## config.mk

```make
export PLATFORM = sky130hd
export DESIGN_NAME = control_unit
export DESIGN_NICKNAME = d
export VERILOG_FILES = /design/src/hdl/isa_pkg.sv /design/src/hdl/control_pkg.sv /design/src/hdl/instr_decoder.sv /design/src/hdl/control_sequencer.sv /design/src/hdl/datapath_control.sv /design/src/hdl/control_unit.sv
export SDC_FILE = /design/constraint.sdc
export NUM_CORES = 1
export LEC_CHECK = 0
export BUFFER_PORTS_ARGS = -buffer_cell sky130_fd_sc_hd__clkbuf_2
export CORE_MARGIN = 2
export CORE_UTILIZATION = 42
export DETAILED_ROUTE_END_ITERATION = 16
export GPL_TIMING_DRIVEN = 0
export PLACE_DENSITY = 0.77
export SLEW_MARGIN = 20
export SYNTH_ARGS = -nofsm -noshare
export SYNTH_HDL_FRONTEND = slang
export SYNTH_HIERARCHICAL = 1
export SYNTH_SLANG_ARGS = --single-unit
```

## constraint.sdc

```tcl
create_clock -name clock -period 2.7 [get_ports clock]
set_input_delay 0.27 -clock clock [delete_from_list [all_inputs] [get_ports clock]]
set_output_delay 0.27 -clock clock [all_outputs]
set_load 0.05 [all_outputs]
```

## src/hdl/isa_pkg.sv

```systemverilog
`default_nettype none

package isa_pkg;

    // Instruction word and the fields the control unit looks at
    typedef logic [31:0] instr_t;                       // Whole registered instruction
    typedef logic [6:0]  opcode_t;                      // Bits 6 to 0
    typedef logic [2:0]  funct3_t;                      // Bits 14 to 12
    typedef logic [6:0]  funct7_t;                      // Bits 31 to 25
    typedef logic [5:0]  funct6_t;                      // Bits 31 to 26 of a shift immediate

    // Major opcodes
    localparam opcode_t op_r_type   = 7'd51;            // Register-register arithmetic
    localparam opcode_t op_i_arith  = 7'd19;            // Immediate arithmetic and shifts
    localparam opcode_t op_load     = 7'd3;             // All loads
    localparam opcode_t op_store    = 7'd35;            // All stores
    localparam opcode_t op_branch   = 7'd99;            // beq only
    localparam opcode_t op_jalr_bne = 7'd103;           // jalr, bne, blt and bge live here
    localparam opcode_t op_lui      = 7'd55;            // Upper immediate
    localparam opcode_t op_jal      = 7'd111;           // Jump and link

    // funct3 for arithmetic, shared by R-type and immediate forms
    localparam funct3_t f3_add_sub  = 3'd0;             // add, sub, addi
    localparam funct3_t f3_sll      = 3'd1;             // slli
    localparam funct3_t f3_slt      = 3'd2;             // slt, slti
    localparam funct3_t f3_srl_sra  = 3'd5;             // srli, srai
    localparam funct3_t f3_and      = 3'd7;             // and

    localparam funct3_t f3_ld_reserved = 3'd7;          // No load uses this code

    localparam funct3_t f3_sb = 3'd0;                   // Store byte
    localparam funct3_t f3_sh = 3'd1;                   // Store half
    localparam funct3_t f3_sw = 3'd2;                   // Store word
    localparam funct3_t f3_sd = 3'd7;                   // Store double

    localparam funct3_t f3_beq  = 3'd0;                 // Under op_branch
    localparam funct3_t f3_jalr = 3'd0;                 // Under op_jalr_bne
    localparam funct3_t f3_bne  = 3'd1;
    localparam funct3_t f3_blt  = 3'd4;
    localparam funct3_t f3_bge  = 3'd5;

    localparam funct7_t f7_base = 7'd0;                 // add, and, slt
    localparam funct7_t f7_alt  = 7'd32;                // sub

    // Upper bits of a shift immediate
    localparam funct6_t sh_logical = 6'd0;              // slli, srli
    localparam funct6_t sh_arith   = 6'd16;             // srai

endpackage

`default_nettype wire

```

## src/hdl/control_pkg.sv

```systemverilog
`default_nettype none

package control_pkg;

    // Sequencer states, 0 is never entered
    typedef enum logic [1:0] {
        st_fetch  = 2'd1,                               // PC <= PC + 4
        st_decode = 2'd2,                               // Execute most instructions
        st_jump   = 2'd3                                // Second phase of branches and jumps
    } state_t;

    typedef logic [2:0] alu_op_t;                       // ALU function select
    localparam alu_op_t alu_pass_a = 3'd0;              // Result is operand A
    localparam alu_op_t alu_add    = 3'd1;
    localparam alu_op_t alu_sub    = 3'd2;
    localparam alu_op_t alu_and    = 3'd3;
    localparam alu_op_t alu_inc_a  = 3'd4;              // A + 1
    localparam alu_op_t alu_cmp    = 3'd7;              // Only updates the flags

    typedef logic mux_a_sel_t;                          // Upper ALU operand
    localparam mux_a_sel_t sel_a_pc  = 1'b0;
    localparam mux_a_sel_t sel_a_reg = 1'b1;            // Register A

    typedef logic [1:0] mux_b_sel_t;                    // Lower ALU operand
    localparam mux_b_sel_t sel_b_rs2         = 2'd0;    // Register B
    localparam mux_b_sel_t sel_b_four        = 2'd1;    // Constant 4
    localparam mux_b_sel_t sel_b_imm         = 2'd2;    // Sign-extended immediate
    localparam mux_b_sel_t sel_b_imm_shifted = 2'd3;    // Immediate times two

    typedef logic [1:0] shift_mode_t;
    localparam shift_mode_t shift_sll  = 2'd0;
    localparam shift_mode_t shift_srl  = 2'd1;
    localparam shift_mode_t shift_sra  = 2'd2;
    localparam shift_mode_t shift_none = 2'd3;          // Shifter passes data through

    typedef logic reg_src_t;                            // Register file write data
    localparam reg_src_t src_alu = 1'b0;
    localparam reg_src_t src_mem = 1'b1;

    // One value per supported instruction
    typedef enum logic [4:0] {
        cls_nop,
        cls_add, cls_sub, cls_and, cls_slt,
        cls_addi, cls_slti, cls_slli, cls_srli, cls_srai,
        cls_load, cls_store,
        cls_beq, cls_bne, cls_blt, cls_bge,
        cls_jal, cls_jalr,
        cls_lui
    } instr_class_t;

endpackage

`default_nettype wire

```

## src/hdl/instr_decoder.sv

```systemverilog
`timescale 1ns/1ps
`default_nettype none

module instr_decoder import isa_pkg::*, control_pkg::*; (
    input  instr_t       instr,                         // Held stable for the whole instruction
    output instr_class_t instr_class,
    output logic         needs_jump                     // Instruction has a jump phase
);

    opcode_t opcode;
    funct3_t funct3;
    funct7_t funct7;
    funct6_t funct6;

    assign opcode = instr[6:0];
    assign funct3 = instr[14:12];
    assign funct7 = instr[31:25];
    assign funct6 = instr[31:26];                       // Shift type lives above shamt

    always_comb begin
        instr_class = cls_nop;                          // Unknown words fall back to nop
        case (opcode)
            op_r_type: begin
                if (funct3 == f3_add_sub && funct7 == f7_base) begin
                    instr_class = cls_add;
                end else if (funct3 == f3_add_sub && funct7 == f7_alt) begin
                    instr_class = cls_sub;
                end else if (funct3 == f3_and && funct7 == f7_base) begin
                    instr_class = cls_and;
                end else if (funct3 == f3_slt && funct7 == f7_base) begin
                    instr_class = cls_slt;
                end
            end
            op_i_arith: begin
                if (instr[31:7] == 25'd0) begin
                    instr_class = cls_nop;              // addi x0, x0, 0
                end else if (funct3 == f3_add_sub) begin
                    instr_class = cls_addi;
                end else if (funct3 == f3_slt) begin
                    instr_class = cls_slti;
                end else if (funct3 == f3_sll && funct6 == sh_logical) begin
                    instr_class = cls_slli;
                end else if (funct3 == f3_srl_sra && funct6 == sh_logical) begin
                    instr_class = cls_srli;
                end else if (funct3 == f3_srl_sra && funct6 == sh_arith) begin
                    instr_class = cls_srai;
                end
            end
            op_load: begin
                if (funct3 != f3_ld_reserved) begin
                    instr_class = cls_load;             // Width is handled in the datapath
                end
            end
            op_store: begin
                if (funct3 inside {f3_sb, f3_sh, f3_sw, f3_sd}) begin
                    instr_class = cls_store;
                end
            end
            op_branch: begin
                if (funct3 == f3_beq) begin
                    instr_class = cls_beq;
                end
            end
            op_jalr_bne: begin
                case (funct3)
                    f3_jalr: instr_class = cls_jalr;
                    f3_bne:  instr_class = cls_bne;
                    f3_blt:  instr_class = cls_blt;
                    f3_bge:  instr_class = cls_bge;
                    default: instr_class = cls_nop;
                endcase
            end
            op_lui: begin
                instr_class = cls_lui;
            end
            op_jal: begin
                instr_class = cls_jal;
            end
            default: begin
                instr_class = cls_nop;                  // Includes the old break opcode
            end
        endcase
    end

    // Branches and jumps need a second cycle to load the PC
    assign needs_jump = instr_class inside {cls_beq, cls_bne, cls_blt, cls_bge,
                                            cls_jal, cls_jalr};

endmodule

`default_nettype wire

```

## src/hdl/control_sequencer.sv

```systemverilog
`timescale 1ns/1ps
`default_nettype none

module control_sequencer import control_pkg::*; (
    input  logic   clock,
    input  logic   reset,                               // Async, active high
    input  logic   needs_jump,                          // From the decoder, valid in decode
    output state_t state
);

    state_t next_state;

    always_comb begin
        case (state)
            st_fetch: begin
                next_state = st_decode;                 // Always decode after fetch
            end
            st_decode: begin
                if (needs_jump) begin
                    next_state = st_jump;               // Branch, jal or jalr
                end else begin
                    next_state = st_fetch;              // Single-phase instruction done
                end
            end
            st_jump: begin
                next_state = st_fetch;
            end
            default: begin
                next_state = st_fetch;                  // Recover from the unused code
            end
        endcase
    end

    always_ff @(posedge clock or posedge reset) begin
        if (reset) begin
            state <= st_fetch;
        end else begin
            state <= next_state;
        end
    end

endmodule

`default_nettype wire

```

## src/hdl/datapath_control.sv

```systemverilog
`timescale 1ns/1ps
`default_nettype none

module datapath_control import control_pkg::*; (
    input  state_t       state,
    input  instr_class_t instr_class,
    input  logic         equal,                         // rs1 == rs2 from the ALU
    input  logic         less,                          // rs1 < rs2 from the ALU
    output logic         pc_write,
    output alu_op_t      alu_op,
    output mux_a_sel_t   mux_a_sel,
    output mux_b_sel_t   mux_b_sel,
    output shift_mode_t  shift_mode,
    output logic         reg_file_wr,
    output reg_src_t     reg_src,
    output logic         data_mem_wr,
    output logic         reset_a                        // Clears register A for slt
);

    logic branch_taken;

    // Branch outcome from the flags of the compare done in decode
    always_comb begin
        case (instr_class)
            cls_beq: branch_taken = equal;
            cls_bne: branch_taken = !equal;
            cls_blt: branch_taken = less;
            cls_bge: branch_taken = !less;
            default: branch_taken = 1'b0;
        endcase
    end

    always_comb begin
        // Inactive defaults, nothing is held from an earlier cycle
        pc_write    = 1'b0;
        alu_op      = alu_pass_a;
        mux_a_sel   = sel_a_pc;
        mux_b_sel   = sel_b_rs2;
        shift_mode  = shift_none;
        reg_file_wr = 1'b0;
        reg_src     = src_alu;
        data_mem_wr = 1'b0;
        reset_a     = 1'b0;

        case (state)
            st_fetch: begin
                pc_write  = 1'b1;                       // PC <= PC + 4
                alu_op    = alu_add;
                mux_a_sel = sel_a_pc;
                mux_b_sel = sel_b_four;
            end
            st_decode: begin
                case (instr_class)
                    cls_add: begin
                        alu_op      = alu_add;
                        mux_a_sel   = sel_a_reg;
                        mux_b_sel   = sel_b_rs2;
                        reg_file_wr = 1'b1;
                    end
                    cls_sub: begin
                        alu_op      = alu_sub;
                        mux_a_sel   = sel_a_reg;
                        mux_b_sel   = sel_b_rs2;
                        reg_file_wr = 1'b1;
                    end
                    cls_and: begin
                        alu_op      = alu_and;
                        mux_a_sel   = sel_a_reg;
                        mux_b_sel   = sel_b_rs2;
                        reg_file_wr = 1'b1;
                    end
                    cls_addi, cls_lui: begin
                        alu_op      = alu_add;          // lui adds the upper immediate to x0
                        mux_a_sel   = sel_a_reg;
                        mux_b_sel   = sel_b_imm;
                        reg_file_wr = 1'b1;
                    end
                    cls_slt, cls_slti: begin
                        reset_a     = 1'b1;             // A is zero, result is A or A + 1
                        alu_op      = less ? alu_inc_a : alu_pass_a;
                        mux_a_sel   = sel_a_reg;
                        mux_b_sel   = (instr_class == cls_slt) ? sel_b_rs2 : sel_b_imm;
                        reg_file_wr = 1'b1;
                    end
                    cls_slli, cls_srli, cls_srai: begin
                        case (instr_class)
                            cls_slli: shift_mode = shift_sll;
                            cls_srli: shift_mode = shift_srl;
                            default:  shift_mode = shift_sra;
                        endcase
                        alu_op      = alu_pass_a;       // Shifter does the work
                        mux_a_sel   = sel_a_reg;
                        reg_file_wr = 1'b1;
                    end
                    cls_load: begin
                        alu_op      = alu_add;          // Address rs1 + imm
                        mux_a_sel   = sel_a_reg;
                        mux_b_sel   = sel_b_imm;
                        reg_src     = src_mem;
                        reg_file_wr = 1'b1;
                    end
                    cls_store: begin
                        alu_op      = alu_add;
                        mux_a_sel   = sel_a_reg;
                        mux_b_sel   = sel_b_imm;
                        data_mem_wr = 1'b1;             // rs2 goes to memory
                    end
                    cls_beq, cls_bne, cls_blt, cls_bge: begin
                        alu_op    = alu_cmp;            // Sets equal and less for jump
                        mux_a_sel = sel_a_reg;
                        mux_b_sel = sel_b_rs2;
                    end
                    cls_jal, cls_jalr: begin
                        alu_op      = alu_pass_a;       // Return address is the current PC
                        mux_a_sel   = sel_a_pc;
                        reg_src     = src_alu;
                        reg_file_wr = 1'b1;
                    end
                    default: begin
                    end
                endcase
            end
            st_jump: begin
                case (instr_class)
                    cls_beq, cls_bne, cls_blt, cls_bge: begin
                        if (branch_taken) begin
                            pc_write  = 1'b1;
                            alu_op    = alu_add;        // PC + offset
                            mux_a_sel = sel_a_pc;
                            mux_b_sel = sel_b_imm_shifted;
                        end
                    end
                    cls_jal: begin
                        pc_write  = 1'b1;
                        alu_op    = alu_add;
                        mux_a_sel = sel_a_pc;
                        mux_b_sel = sel_b_imm_shifted;
                    end
                    cls_jalr: begin
                        pc_write  = 1'b1;
                        alu_op    = alu_add;            // rs1 + imm
                        mux_a_sel = sel_a_reg;
                        mux_b_sel = sel_b_imm;
                    end
                    default: begin
                    end
                endcase
            end
            default: begin
            end
        endcase
    end

endmodule

`default_nettype wire

```

## src/hdl/control_unit.sv

```systemverilog
`timescale 1ns/1ps
`default_nettype none

module control_unit import isa_pkg::*, control_pkg::*; (
    input  logic         clock,
    input  logic         reset,
    input  instr_t       instr,                         // From the instruction register
    input  logic         equal,
    input  logic         less,
    output logic         pc_write,
    output alu_op_t      alu_op,
    output mux_a_sel_t   mux_a_sel,
    output mux_b_sel_t   mux_b_sel,
    output shift_mode_t  shift_mode,
    output logic         reg_file_wr,
    output reg_src_t     reg_src,
    output logic         data_mem_wr,
    output logic         reset_a,
    output state_t       state_code                     // Current sequencer state
);

    instr_class_t instr_class;
    logic         needs_jump;

    instr_decoder i_instr_decoder (
        .instr       (instr),
        .instr_class (instr_class),
        .needs_jump  (needs_jump)
    );

    control_sequencer i_control_sequencer (
        .clock      (clock),
        .reset      (reset),
        .needs_jump (needs_jump),
        .state      (state_code)
    );

    datapath_control i_datapath_control (
        .state       (state_code),
        .instr_class (instr_class),
        .equal       (equal),
        .less        (less),
        .pc_write    (pc_write),
        .alu_op      (alu_op),
        .mux_a_sel   (mux_a_sel),
        .mux_b_sel   (mux_b_sel),
        .shift_mode  (shift_mode),
        .reg_file_wr (reg_file_wr),
        .reg_src     (reg_src),
        .data_mem_wr (data_mem_wr),
        .reset_a     (reset_a)
    );

endmodule

`default_nettype wire

```

==> impl_metrics.csv, run 1 <==
group,metric,value,unit
synthesis,synth_top_area_share,5.14,%
synthesis,synth_ff_type,"dfstp_2",
grt,grt_max_degree,11,
floorplan,initial_core_util,45.3,%
synthesis,synthTopCellsByArea,"nor2_1 5.1%, nand2_1 4.0%, nor3_1 3.9%",
floorplan,die_h,53.3,um
cts,cts_buffer_depth,2,
floorplan,dieWidth,53.3,um
place,io_buffer_count,48,
sta,grt-worst-endpoint,"mux_a_sel",
synthesis,synth_edf_count,0,
place,hpwl,2560,um
synthesis,yosysUniqueCellTypes,61,
floorplan,num_rows,17,
grt,grt-ovfl-total,72,
sta,worstEndpointType,"top-level output",
synthesis,netlist_instances,149,
status,error,"[ERROR GRT-0232] Routing congestion too high. Check the congestion heatmap in the GUI.",
grt,track_usage,76.6,%
synthesis,netlist_area,1020,um2
cts,cts_buffers,3,
synthesis,yosysSeqAreaShare,5.02,%
synthesis,synth-seq-cells,2,
cts,htreeDepth,1,
cts,cts.sinks,2,
synthesis,ys_warn_count,6,
floorplan,io_pins,51,
synthesis,synth_nets,187,
synthesis,synth-async-reset-ratio,100,%
status,haltStage,"global routing (5_1_grt)",
status,status,"stopped before the end",
cts,root_buffer,"clkbuf_4",
place,gp_congestion,0.879,
synthesis,yosys.area.top_type,"nor2_1",
synthesis,synth.avg_cell_area,6.86,um2
## cells in the mapped netlist (all sizes together), types with 2 or more instances
master	n
nor2b	5
nor4	6
nor2	14
nand2b	4
xnor2	2
buf	9
nand2	11
o21a	5
clkbuf	3
a211oi	3
a21boi	2
nor4b	2
nand4	2
nor3	8
nand4b	2
and4b	2
or3	3
a31oi	4
or4	2
mux2	2
inv	8
nand3	6
ha	2
nor3b	4
o21ai	6
a21oi	7
## kinds of logic after synthesis
logic type / count (synthesis) / synth area share (%)
adders and majority gates: 2 / 2.45
DFF: 2 / 5.02
buffers and inverters: 20 / 9.06
AOI/OAI and AO/OA: 44 / 31.1
xor gates and xnor gates: 2 / 1.71
muxes: 3 / 3.55
and+or+nand+nor: 76 / 47.1
## per-layer routing
| layer | GRT usage [%] | GRT overflow |
|---|---|---|
| met1 | 75.4 | 0 |
| met2 | 99.2 | 37 |
| met3 | 44.1 | 0 |
| met4 | 95.7 | 35 |
| met5 | 0 | 0 |
## what timing repair did
action / CTS
pin swaps: 18
resized for setup: 72
buffers inserted: 20
cloned: 1
endpoints found under the setup margin: 13
hold buffers: 1
endpoints found under the hold margin: 1
## through the flow
step | setup TNS, ns | std cells | utilization, % | worst slack (ns) | area [um2]
2_1_floorplan | -0.492 | 149 | - | -0.182 | 1180
3_3_place_gp | -4.33 | 225 | 64.5 | -0.571 | 1450
3_5_place_dp | -4.66 | 225 | 64.5 | -0.609 | 1450
4_1_cts | -0.785 | 251 | 87.8 | -0.191 | 1980
==> inputs of run 2 (changes only) <==
--- a/config.mk
+++ b/config.mk
@@ -6,11 +6,11 @@
 export NUM_CORES = 1
 export LEC_CHECK = 0
 export BUFFER_PORTS_ARGS = -buffer_cell sky130_fd_sc_hd__clkbuf_2
-export CORE_MARGIN = 2
-export CORE_UTILIZATION = 42
+export CORE_AREA = 2 2 63 65
 export DETAILED_ROUTE_END_ITERATION = 16
+export DIE_AREA = 0 0 65 67
 export GPL_TIMING_DRIVEN = 0
-export PLACE_DENSITY = 0.77
+export PLACE_DENSITY_LB_ADDON = 0.15
 export SLEW_MARGIN = 20
 export SYNTH_ARGS = -nofsm -noshare
 export SYNTH_HDL_FRONTEND = slang
==> constraint.sdc (replaced) <==
create_clock -name clock -period 3.5 [get_ports clock]
set_input_delay 0.35 -clock clock [delete_from_list [all_inputs] [get_ports clock]]
set_output_delay 0.35 -clock clock [all_outputs]
set_load 0.05 [all_outputs]
==> run 2 against run 1 <==
The run now ends clean. Synthesized area unchanged. Synthesized cell count is the same.
==> impl_metrics.csv, run 2 <==
group,metric,value,unit
worst_setup_path,regToRegStartpoint,"i_control_sequencer/state[0]$_DFF_PP1_",
sta,skew,0.00500,ns
sta,slew_headroom,65.5,%
floorplan,die_area,4360,um2
worst_setup_path,critical_path_required,3.15,ns
synthesis,yosys.area_share.simple,47.1,%
synthesis,synth-async-reset-ratio,100,%
grt,grt-ovfl-total,0,
worst_setup_path,path_class,"input port to output pin",
synthesis,synth_top_family_by_area,"simple AND/OR/NAND/NOR gates",
grt,track_usage,14.8,%
worst_setup_path,rrSetupSlack,2.41,ns
synthesis,synth_xor_area_share,1.71,%
synthesis,yosys.area.top_type,"nor2_1",
synthesis,netlist_area,1020,um2
worst_setup_path,r2r_end,"i_control_sequencer/state[1]$_DFF_PP0_",
layout,multi_input_area,927,um2
synthesis,synthMuxAreaShare,3.55,%
place,io_buffer_count,48,
cts,htreeDepth,1,
synthesis,yosysSeqAreaShare,5.02,%
cts,insertion_delay,0.21,ns
place,dp_slack,-0.117,ns
synthesis,synth_ff_type,"dfstp_2",
synthesis,ys_top_cells_by_count,"14 x nor2_1, 11 x nand2_1, 8 x nor3_1, 7 x a21oi_1, 7 x inv_1",
place,dp_cells,245,
layout,fill_cells,404,
synthesis,synth-compound-area-share,31.1,%
worst_setup_path,worstPathArrival,3.05,ns
synthesis,synth_top_area_share,5.14,%
layout,final_common_cell,"clkbuf_2",
drt,wl,3280,um
synthesis,yosysUniqueCellTypes,61,
power,peakVddDrop,0.151,mV
floorplan,die_h,67,um
sta,fmax,0.294,GHz
drt,ant_nets,0,
drt,via_per_inst,5.24,
run,timing.max_cap.violations,0,
cts,cts_buffer_depth,2,
min_path,hp-class,"input port to asynchronous set/reset pin",
layout,final_cell_mix,"49 x clkbuf_2, 14 x nor2_1, 11 x nand2_1",
floorplan,initial_core_util,28.3,%
sta,fin_hold_ws,0.523,ns
power,p_comb_share,37.1,%
floorplan,num_rows,22,
worst_setup_path,crit_path_end_kind,"output pin",
grt,grt_pass1_vias,1273,
grt,antenna_found_initial,0,
synthesis,synthAdderAreaFrac,2.45,%
sta,period_needed,3.40,ns
synthesis,netlist_instances,149,
sta,drv_slew,0,
layout,top_register,"i_control_sequencer/state",
power,internal_power,0.000133,W
drt,avgRoutedWirePerCell,12.9,um
cts,cts_buffers,3,
worst_setup_path,critPathMaxFanout,6,
layout,ff_latch_area,51.3,um2
synthesis,ys_warn_count,6,
status,status,"completed",
synthesis,synth-seq-cells,2,
layout,largest_register_ffs,2,
floorplan,io_pins,51,
cts,root_buffer,"clkbuf_8",
drt,drc,0,
synthesis,synth_nets,187,
floorplan,dieWidth,65,um
synthesis,yosysMostFrequentCell,"nor2_1",
cts,cts.sinks,2,
place,place_area,1340,um2
layout,drive_gt1_share,41.5,%
layout,top_regs,"i_control_sequencer/state: 2 flops",
sta,setup_viol,0,
layout,nets,244,
power,total_power,0.000191,W
layout,syn_to_final_growth,41.9,%
drt,dr.pass1.iters,4,
synthesis,synth_edf_count,0,
worst_setup_path,start_kind,"input port",
layout,diodes,0,
power,p_sw,0.0000583,W
worst_setup_path,rr_worst_depth,4,
place,gp_congestion,0.836,
power,powerDensity,132,nW/um2
floorplan,fp.coreArea,3610,um2
power,power_leakage,0.579,nW
sta,hold_viol,0,
layout,stdcell_area,1450,um2
grt,grt_pass1_wl,5350,um
sta,fin_ws,0.100,ns
power,p_sw_share,30.5,%
sta,fin_crit_sh,97.1,%
power,seqPwrFrac,12.4,%
synthesis,synthTopCellsByArea,"nor2_1 5.1%, nand2_1 4.0%, nor3_1 3.9%",
synthesis,synth.avg_cell_area,6.86,um2
place,hpwl,2500,um
grt,grt_max_degree,11,
power,pwr-share-clk,50.4,%
layout,instances_no_fill,253,
cts,cts.clk_slew.worst_paths,0.03,ns
cts,cts_tree,"built",
sta,tightest_slew,0.514,ns
drt,vias,1325,
drt,initialDrtViolationCount,75,
[run 2: cell families after synthesis]
family                     Yosys count
and+or+nand+nor                     76
AOI/OAI and AO/OA                   44
buffers and inverters               20
muxes                                3
xor gates and xnor gates             2
adders and majority gates            2
DFF                                  2
[run 2: worst max path at each step]
stage                     startpoint           to  slack (ns)  depth (start not counted)
final                       instr[2]    alu_op[0]        0.10                         11
after CTS                   instr[2]    alu_op[0]        0.03                         10
after detailed placement    instr[2]    alu_op[0]       -0.12                         10
after global routing       instr[27]    mux_a_sel       -0.03                         11
after floorplan             instr[2]  reg_file_wr       -0.01                          6
after global placement      instr[2]    alu_op[0]       -0.10                         10
[run 2: per-layer routing]
metal	share of wire [%]	GRT usage, %	up-vias
met5	0	0	-
met4	0.89	3.19	0
met3	2.5	0.845	4
met2	53	28.4	28
met1	44	18.1	610
li1	-	-	683
[run 2: metrics by stage]
step                      TNS [ns]  utilization [%]
final                            0             40.2
after global routing       -0.0321             40.2
after CTS                        0             39.2
after detailed placement    -0.209             37.3
after global placement      -0.175             37.3
after floorplan            -0.0131                -
[run 2: critical path, cell delays in order]
cell and delay (ns):
clkbuf_2 0.12, nand4bb_4 0.27, or3_2 0.51, nand2b_1 0.18
o211ai_1 0.18, buf_4 0.16, mux2i_1 0.33, mux2_4 0.34
nor3b_2 0.26, a211oi_2 0.10, clkbuf_2 0.24
[run 2: final cells by class]
cell class	count	area share, %
Multi-Input combinational cell	127	63.9
Timing Repair Buffer	52	18.8
Buffer	12	4.40
Tap cell	48	4.14
Sequential cell	2	3.54
Clock buffer	4	3.11
Inverter	8	2.07
[run 2: power by group through the flow]
stage	logic, W	registers, W	clock network, W
2_1_floorplan	0.0000346	0.0000244	0
3_3_place_gp	0.0000652	0.0000240	0
3_5_place_dp	0.0000669	0.0000240	0
4_1_cts	0.0000686	0.0000238	0.0000992
5_1_grt	0.0000781	0.0000238	0.000104
6_report	0.0000710	0.0000238	0.0000964
[run 2: timing repair]
action | 4_1_cts | 5_1_grt
gates resized for setup | 0 | 5
pin swaps | 1 | 1
buffers inserted | 2 | 1
hold buffers | 1 | 0
endpoints found under the hold margin | 1 | 0
setup endpoints to repair | 3 | 9
Power figures use the tool's default switching activity.
==> inputs of run 3 (changes only) <==
--- a/config.mk
+++ b/config.mk
@@ -14,5 +14,4 @@
 export SLEW_MARGIN = 20
 export SYNTH_ARGS = -nofsm -noshare
 export SYNTH_HDL_FRONTEND = slang
-export SYNTH_HIERARCHICAL = 1
 export SYNTH_SLANG_ARGS = --single-unit
==> run 3 against run 2 <==
Combinational power grew 17%. Worst hold slack gained 0.0012 ns. Global-route usage grew 2.4 points. First-iteration DRC count shrank 27%. Power grew 6.6%.
==> impl_metrics.csv, run 3 <==
group,metric,value,unit
synthesis,netlist_instances,153,
layout,final_common_cell,"clkbuf_2",
cts,root_buffer,"clkbuf_8",
layout,top_regs,"i_control_sequencer.state: 2 flops",
synthesis,synth_top_area_share,5.72,%
drt,via_per_inst,5.58,
place,place_area,1400,um2
sta,drv_slew,0,
cts,insertion_delay,0.21,ns
synthesis,synth-seq-cells,2,
worst_setup_path,path_class,"input port to output pin",
drt,ant_nets,0,
layout,top_register,"i_control_sequencer.state",
synthesis,synth_nets,194,
floorplan,num_rows,22,
synthesis,yosysUniqueCellTypes,60,
synthesis,ys_top_cells_by_count,"16 x nand2_1, 9 x nor4_1, 8 x a21oi_1, 7 x inv_1, 7 x nor3_1",
grt,grt_pass1_wl,6100,um
synthesis,synth.avg_cell_area,7.15,um2
sta,grt_setup_unrepaired,"false",
cts,post_cts_buffers,0,
sta,hold_viol,0,
drt,initialDrtViolationCount,55,
layout,largest_register_ffs,2,
worst_setup_path,worstPathArrival,2.78,ns
grt,grt_pass1_vias,1418,
worst_setup_path,critical_path_required,3.15,ns
cts,cts.clk_slew.worst_paths,0.03,ns
synthesis,synthTopCellsByArea,"ha_1 5.7%, nand2_1 5.5%, nor4_1 5.1%",
drt,drc,0,
sta,fin_crit_sh,89.5,%
sta,slew_headroom,66.6,%
cts,cts.sinks,2,
floorplan,die_area,4360,um2
drt,vias,1429,
worst_setup_path,crit_path_end_kind,"output pin",
place,io_buffer_count,50,
cts,cts_tree,"built",
worst_setup_path,start_kind,"input port",
synthesis,yosys.area.top_type,"ha_1",
layout,drive_gt1_share,37.0,%
synthesis,synth-async-reset-ratio,100,%
sta,period_needed,3.13,ns
floorplan,initial_core_util,30.3,%
synthesis,ys_warn_count,0,
place,hpwl,2970,um
drt,dr.pass1.iters,4,
sta,skew,0.00664,ns
layout,final_cell_mix,"50 x clkbuf_2, 16 x nand2_1, 9 x nor4_1",
layout,stdcell_area,1460,um2
sta,setup_viol,0,
place,gp_congestion,0.891,
grt,antenna_found_initial,0,
synthesis,yosysMostFrequentCell,"nand2_1",
run,timing.max_cap.violations,0,
drt,wl,3630,um
power,power_leakage,0.651,nW
grt,grt_max_degree,11,
floorplan,fp.coreArea,3610,um2
floorplan,io_pins,51,
floorplan,die_h,67,um
cts,cts_buffers,3,
power,powerDensity,140,nW/um2
layout,syn_to_final_growth,33.4,%
status,status,"completed",
grt,grt-ovfl-total,0,
sta,fmax,0.319,GHz
sta,finalSetupTns,0,ns
layout,diodes,0,
synthesis,synth_edf_count,0,
synthesis,synth_ff_type,"dfstp_2",
worst_setup_path,critPathMaxFanout,10,
cts,cts_buffer_depth,2,
floorplan,dieWidth,65,um
synthesis,netlist_area,1090,um2
power,peakVddDrop,0.210,mV
layout,nets,250,
synthesis,yosysSeqAreaShare,4.69,%
cts,htreeDepth,1,
grt,track_usage,17.3,%
sta,tightest_slew,0.498,ns
min_path,hp-class,"input port to asynchronous set/reset pin",
drt,avgRoutedWirePerCell,14.2,um
-- run 3: cell type report --
type / count / area (um2)
plain buffers: 6 / 53.8
clock buffers: 4 / 45.0
fillers: 397 / 2150
inverters: 7 / 26.3
multi-input cells: 138 / 962
flip-flops and latches: 2 / 51.3
well taps: 48 / 60.1
repair buffers: 51 / 260
-- run 3: cell families (layout without fill, tap and decap cells) --
| family | after synthesis | after routing | synth area share, % |
|---|---|---|---|
| multiplexers | 1 | 1 | 0.915 |
| XOR/XNOR | 2 | 2 | 1.60 |
| AO/OA/AOI/OAI | 47 | 47 | 32.7 |
| AND/OR/NAND/NOR | 83 | 83 | 47.0 |
| buffers and inverters | 13 | 68 | 7.32 |
| flip-flops | 2 | 2 | 4.69 |
| adder cells (fa/ha/maj) | 5 | 5 | 5.72 |
-- run 3: final timing paths --
check                      slack, ns                                endpoint  cells past startpoint                                    from
max                             0.37                               alu_op[0]                     10                                instr[3]
min                             0.52  i_control_sequencer.state[1]$_DFF_PP0_                      3                                   reset
max reg2reg                     2.30  i_control_sequencer.state[1]$_DFF_PP0_                      3  i_control_sequencer.state[0]$_DFF_PP1_
min reg2reg                     0.68  i_control_sequencer.state[0]$_DFF_PP1_                      2  i_control_sequencer.state[0]$_DFF_PP1_
max in group asynchronous       2.77  i_control_sequencer.state[0]$_DFF_PP1_                      3                                   reset
min in group clock              0.68  i_control_sequencer.state[0]$_DFF_PP1_                      2  i_control_sequencer.state[0]$_DFF_PP1_
-- run 3: power breakdown --
| group | internal (W) | switching [W] | total (W) |
|---|---|---|---|
| clock network | 0.0000774 | 0.0000198 | 0.0000971 |
| logic | 0.0000365 | 0.0000463 | 0.0000828 |
| registers | 0.0000235 | 0.000000279 | 0.0000238 |
-- run 3: worst max-delay path: stages --
cell	delay (ns)
clkbuf_2	0.11
nor4bb_1	0.26
buf_4	0.20
nor4b_1	0.31
o21ai_0	0.24
o211ai_2	0.46
a211oi_1	0.09
nor3_1	0.35
o221ai_1	0.15
clkbuf_2	0.25
-- run 3: repair_timing --
action	CTS	global route
hold endpoints to repair	1	0
gates resized for setup	0	0
hold buffers	1	0
-- run 3: layer usage --
metal	global-route usage (%)	wire length, um	share of wire (%)
met1	19.9	1510	42
met3	2.70	307	8.5
met5	0	0	0
met2	33.1	1810	50
met4	3.99	0	0
-- run 3: metrics by stage --
step / util [%] / hold WS [ns] / power, W / cells / setup slack [ns]
after floorplan: - / 0.0905 / 0.0000668 / 153 / 0.487
after global placement: 38.9 / 0.178 / 0.000103 / 251 / 0.277
after detailed placement: 38.9 / 0.183 / 0.000105 / 251 / 0.400
after CTS: 40.5 / 0.521 / 0.000207 / 256 / 0.374
after global routing: 40.5 / 0.527 / 0.000218 / 256 / 0.0824
final: 40.5 / 0.524 / 0.000204 / 256 / 0.366
==> inputs of run 4 (changes only) <==
--- a/config.mk
+++ b/config.mk
@@ -7,6 +7,7 @@
 export LEC_CHECK = 0
 export BUFFER_PORTS_ARGS = -buffer_cell sky130_fd_sc_hd__clkbuf_2
 export CORE_AREA = 2 2 63 65
+export CTS_BUF_LIST = sky130_fd_sc_hd__clkbuf_16
 export DETAILED_ROUTE_END_ITERATION = 16
 export DIE_AREA = 0 0 65 67
 export GPL_TIMING_DRIVEN = 0
==> run 4 against run 3 <==
Setup slack improved by 0.0057 ns. Clock-buffer cell count fell by 1. Critical path type unchanged. Final area increased by 2.3%.
==> impl_metrics.csv, run 4 (synthesized netlist as in run 3, its figures left out) <==
group,metric,value,unit
status,status,"completed",
worst_setup_path,cpPeakStageDelay,0.46,ns
sta,fmax,0.320,GHz
grt,met3_usage,3.21,%
cts,htreeDepth,1,
sta,period_needed,3.13,ns
sta,drv_slew,0,
worst_setup_path,worstPathArrival,2.78,ns
place,io_buffer_count,50,
sta,setup_viol,0,
place,gp_congestion,0.891,
cts,root_buffer,"clkbuf_16",
grt,grt_max_degree,11,
cts,cts_buffers,3,
sta,slew_headroom,66.6,%
sta,finalSetupTns,0,ns
drt,dr.pass1.iters,4,
grt,use_met1,20.0,%
worst_setup_path,cp_num_buf_inv,3,
cts,cts_tree,"built",
worst_setup_path,rrSetupSlack,2.30,ns
grt,grt.busiest_layer,"met2",
layout,stdcell_area,1490,um2
cts,cts_buffer_depth,2,
layout,drive_gt1_share,37.0,%
layout,top_register,"i_control_sequencer.state",
cts,post_cts_buffers,0,
grt,grt_pass1_wl,6130,um
sta,fin_crit_sh,89.4,%
drt,drc,0,
worst_setup_path,path_class,"input port to output pin",
power,power_leakage,0.670,nW
cts,cts.clk_slew.worst_paths,0.03,ns
power,peakVddDrop,0.327,mV
drt,initialDrtViolationCount,64,
power,powerDensity,188,nW/um2
floorplan,initial_core_util,30.3,%
sta,hold_viol,0,
place,place_area,1400,um2
floorplan,num_rows,22,
floorplan,die_h,67,um
floorplan,dieWidth,65,um
sta,grt_setup_unrepaired,"false",
floorplan,die_area,4360,um2
cts,cts.sinks,2,
layout,syn_to_final_growth,36.5,%
worst_setup_path,crit_path_top_delay_cell,"o211ai_2",
drt,avgRoutedWirePerCell,14.2,um
grt,grt-ovfl-total,0,
worst_setup_path,path_common_cell,"clkbuf_2",
worst_setup_path,crit_family,"compound AO/OA/AOI/OAI gates",
drt,wl,3630,um
worst_setup_path,critPathMaxFanout,10,
worst_setup_path,rr_worst_depth,3,
layout,final_common_cell,"clkbuf_2",
worst_setup_path,start_kind,"input port",
drt,ant_nets,0,
sta,skew,0.00424,ns
layout,final_cell_mix,"50 x clkbuf_2, 16 x nand2_1, 9 x nor4_1",
drt,vias,1420,
grt,grt_pass1_vias,1419,
drt,via_per_inst,5.55,
worst_setup_path,crit_path_end_kind,"output pin",
cts,post_cts_resized,0,
cts,insertion_delay,0.22,ns
worst_setup_path,crit_cells,10,
worst_setup_path,path_cells,"clkbuf_2, nor4bb_1, buf_4, nor4b_1, o21ai_0, o211ai_2, a211oi_1, nor3_1, o221ai_1, clkbuf_2",
min_path,hp-class,"input port to asynchronous set/reset pin",
layout,largest_register_ffs,2,
sta,tightest_slew,0.499,ns
layout,top_regs,"i_control_sequencer.state: 2 flops",
power,total_power,0.000281,W
grt,grt_use_met2,33.1,%
floorplan,fp.coreArea,3610,um2
floorplan,io_pins,51,
grt,track_usage,17.4,%
cts,cts_hold_buf,1,
grt,antenna_found_initial,0,
place,hpwl,2970,um
layout,diodes,0,
run,timing.max_cap.violations,0,
layout,nets,250,
worst_setup_path,critical_path_required,3.15,ns
## run 4: cell count changes in the layout (fill, tap and decap cells not counted), sizes merged
cell	change
inv	+1
clkbuf	-1
## run 4: power by group
group	leakage, nW	switching (W)	internal [W]
logic	0.603	0.0000463	0.0000365
registers	0.0246	0.000000279	0.0000235
clock network	0.0423	0.0000276	0.000147
## run 4: final timing paths
path / endpoint / startpoint
min in group clock: i_control_sequencer.state[0]$_DFF_PP1_ / i_control_sequencer.state[0]$_DFF_PP1_
worst max register to register: i_control_sequencer.state[1]$_DFF_PP0_ / i_control_sequencer.state[0]$_DFF_PP1_
worst min-delay path: i_control_sequencer.state[1]$_DFF_PP0_ / reset
worst min register to register: i_control_sequencer.state[0]$_DFF_PP1_ / i_control_sequencer.state[0]$_DFF_PP1_
max in group asynchronous: i_control_sequencer.state[0]$_DFF_PP1_ / reset
worst max-delay path: alu_op[0] / instr[3]
## run 4: worst min-delay path, delay by kind of cell
family | cells | cell delay [ns]
buffers and inverters | 3 | 0.71
## run 4: cell type report
type / instances / area (um2)
fillers: 393 / 2110
multi-input cells: 138 / 962
clock buffers: 3 / 75.1
repair buffers: 51 / 260
inverters: 7 / 26.3
well taps: 48 / 60.1
flip-flops and latches: 2 / 51.3
plain buffers: 6 / 53.8
clock inverters: 1 / 3.75
## run 4: per-layer routing
| layer | vias up | wire length [um] | part of all wire [%] |
|---|---|---|---|
| met5 | - | 0 | 0 |
| met4 | 0 | 0 | 0 |
| met3 | 0 | 314 | 8.6 |
| met2 | 55 | 1800 | 50 |
| met1 | 651 | 1510 | 42 |
| li1 | 714 | - | - |
## run 4: metrics by stage
stage / cells / util [%] / setup WS (ns) / hold WS (ns)
final: 256 / 41.4 / 0.371 / 0.517
after global routing: 256 / 41.4 / 0.0824 / 0.521
after CTS: 256 / 41.4 / 0.374 / 0.516
after detailed placement: 251 / 38.9 / 0.400 / 0.183
after global placement: 251 / 38.9 / 0.277 / 0.178
after floorplan: 153 / - / 0.487 / 0.0905
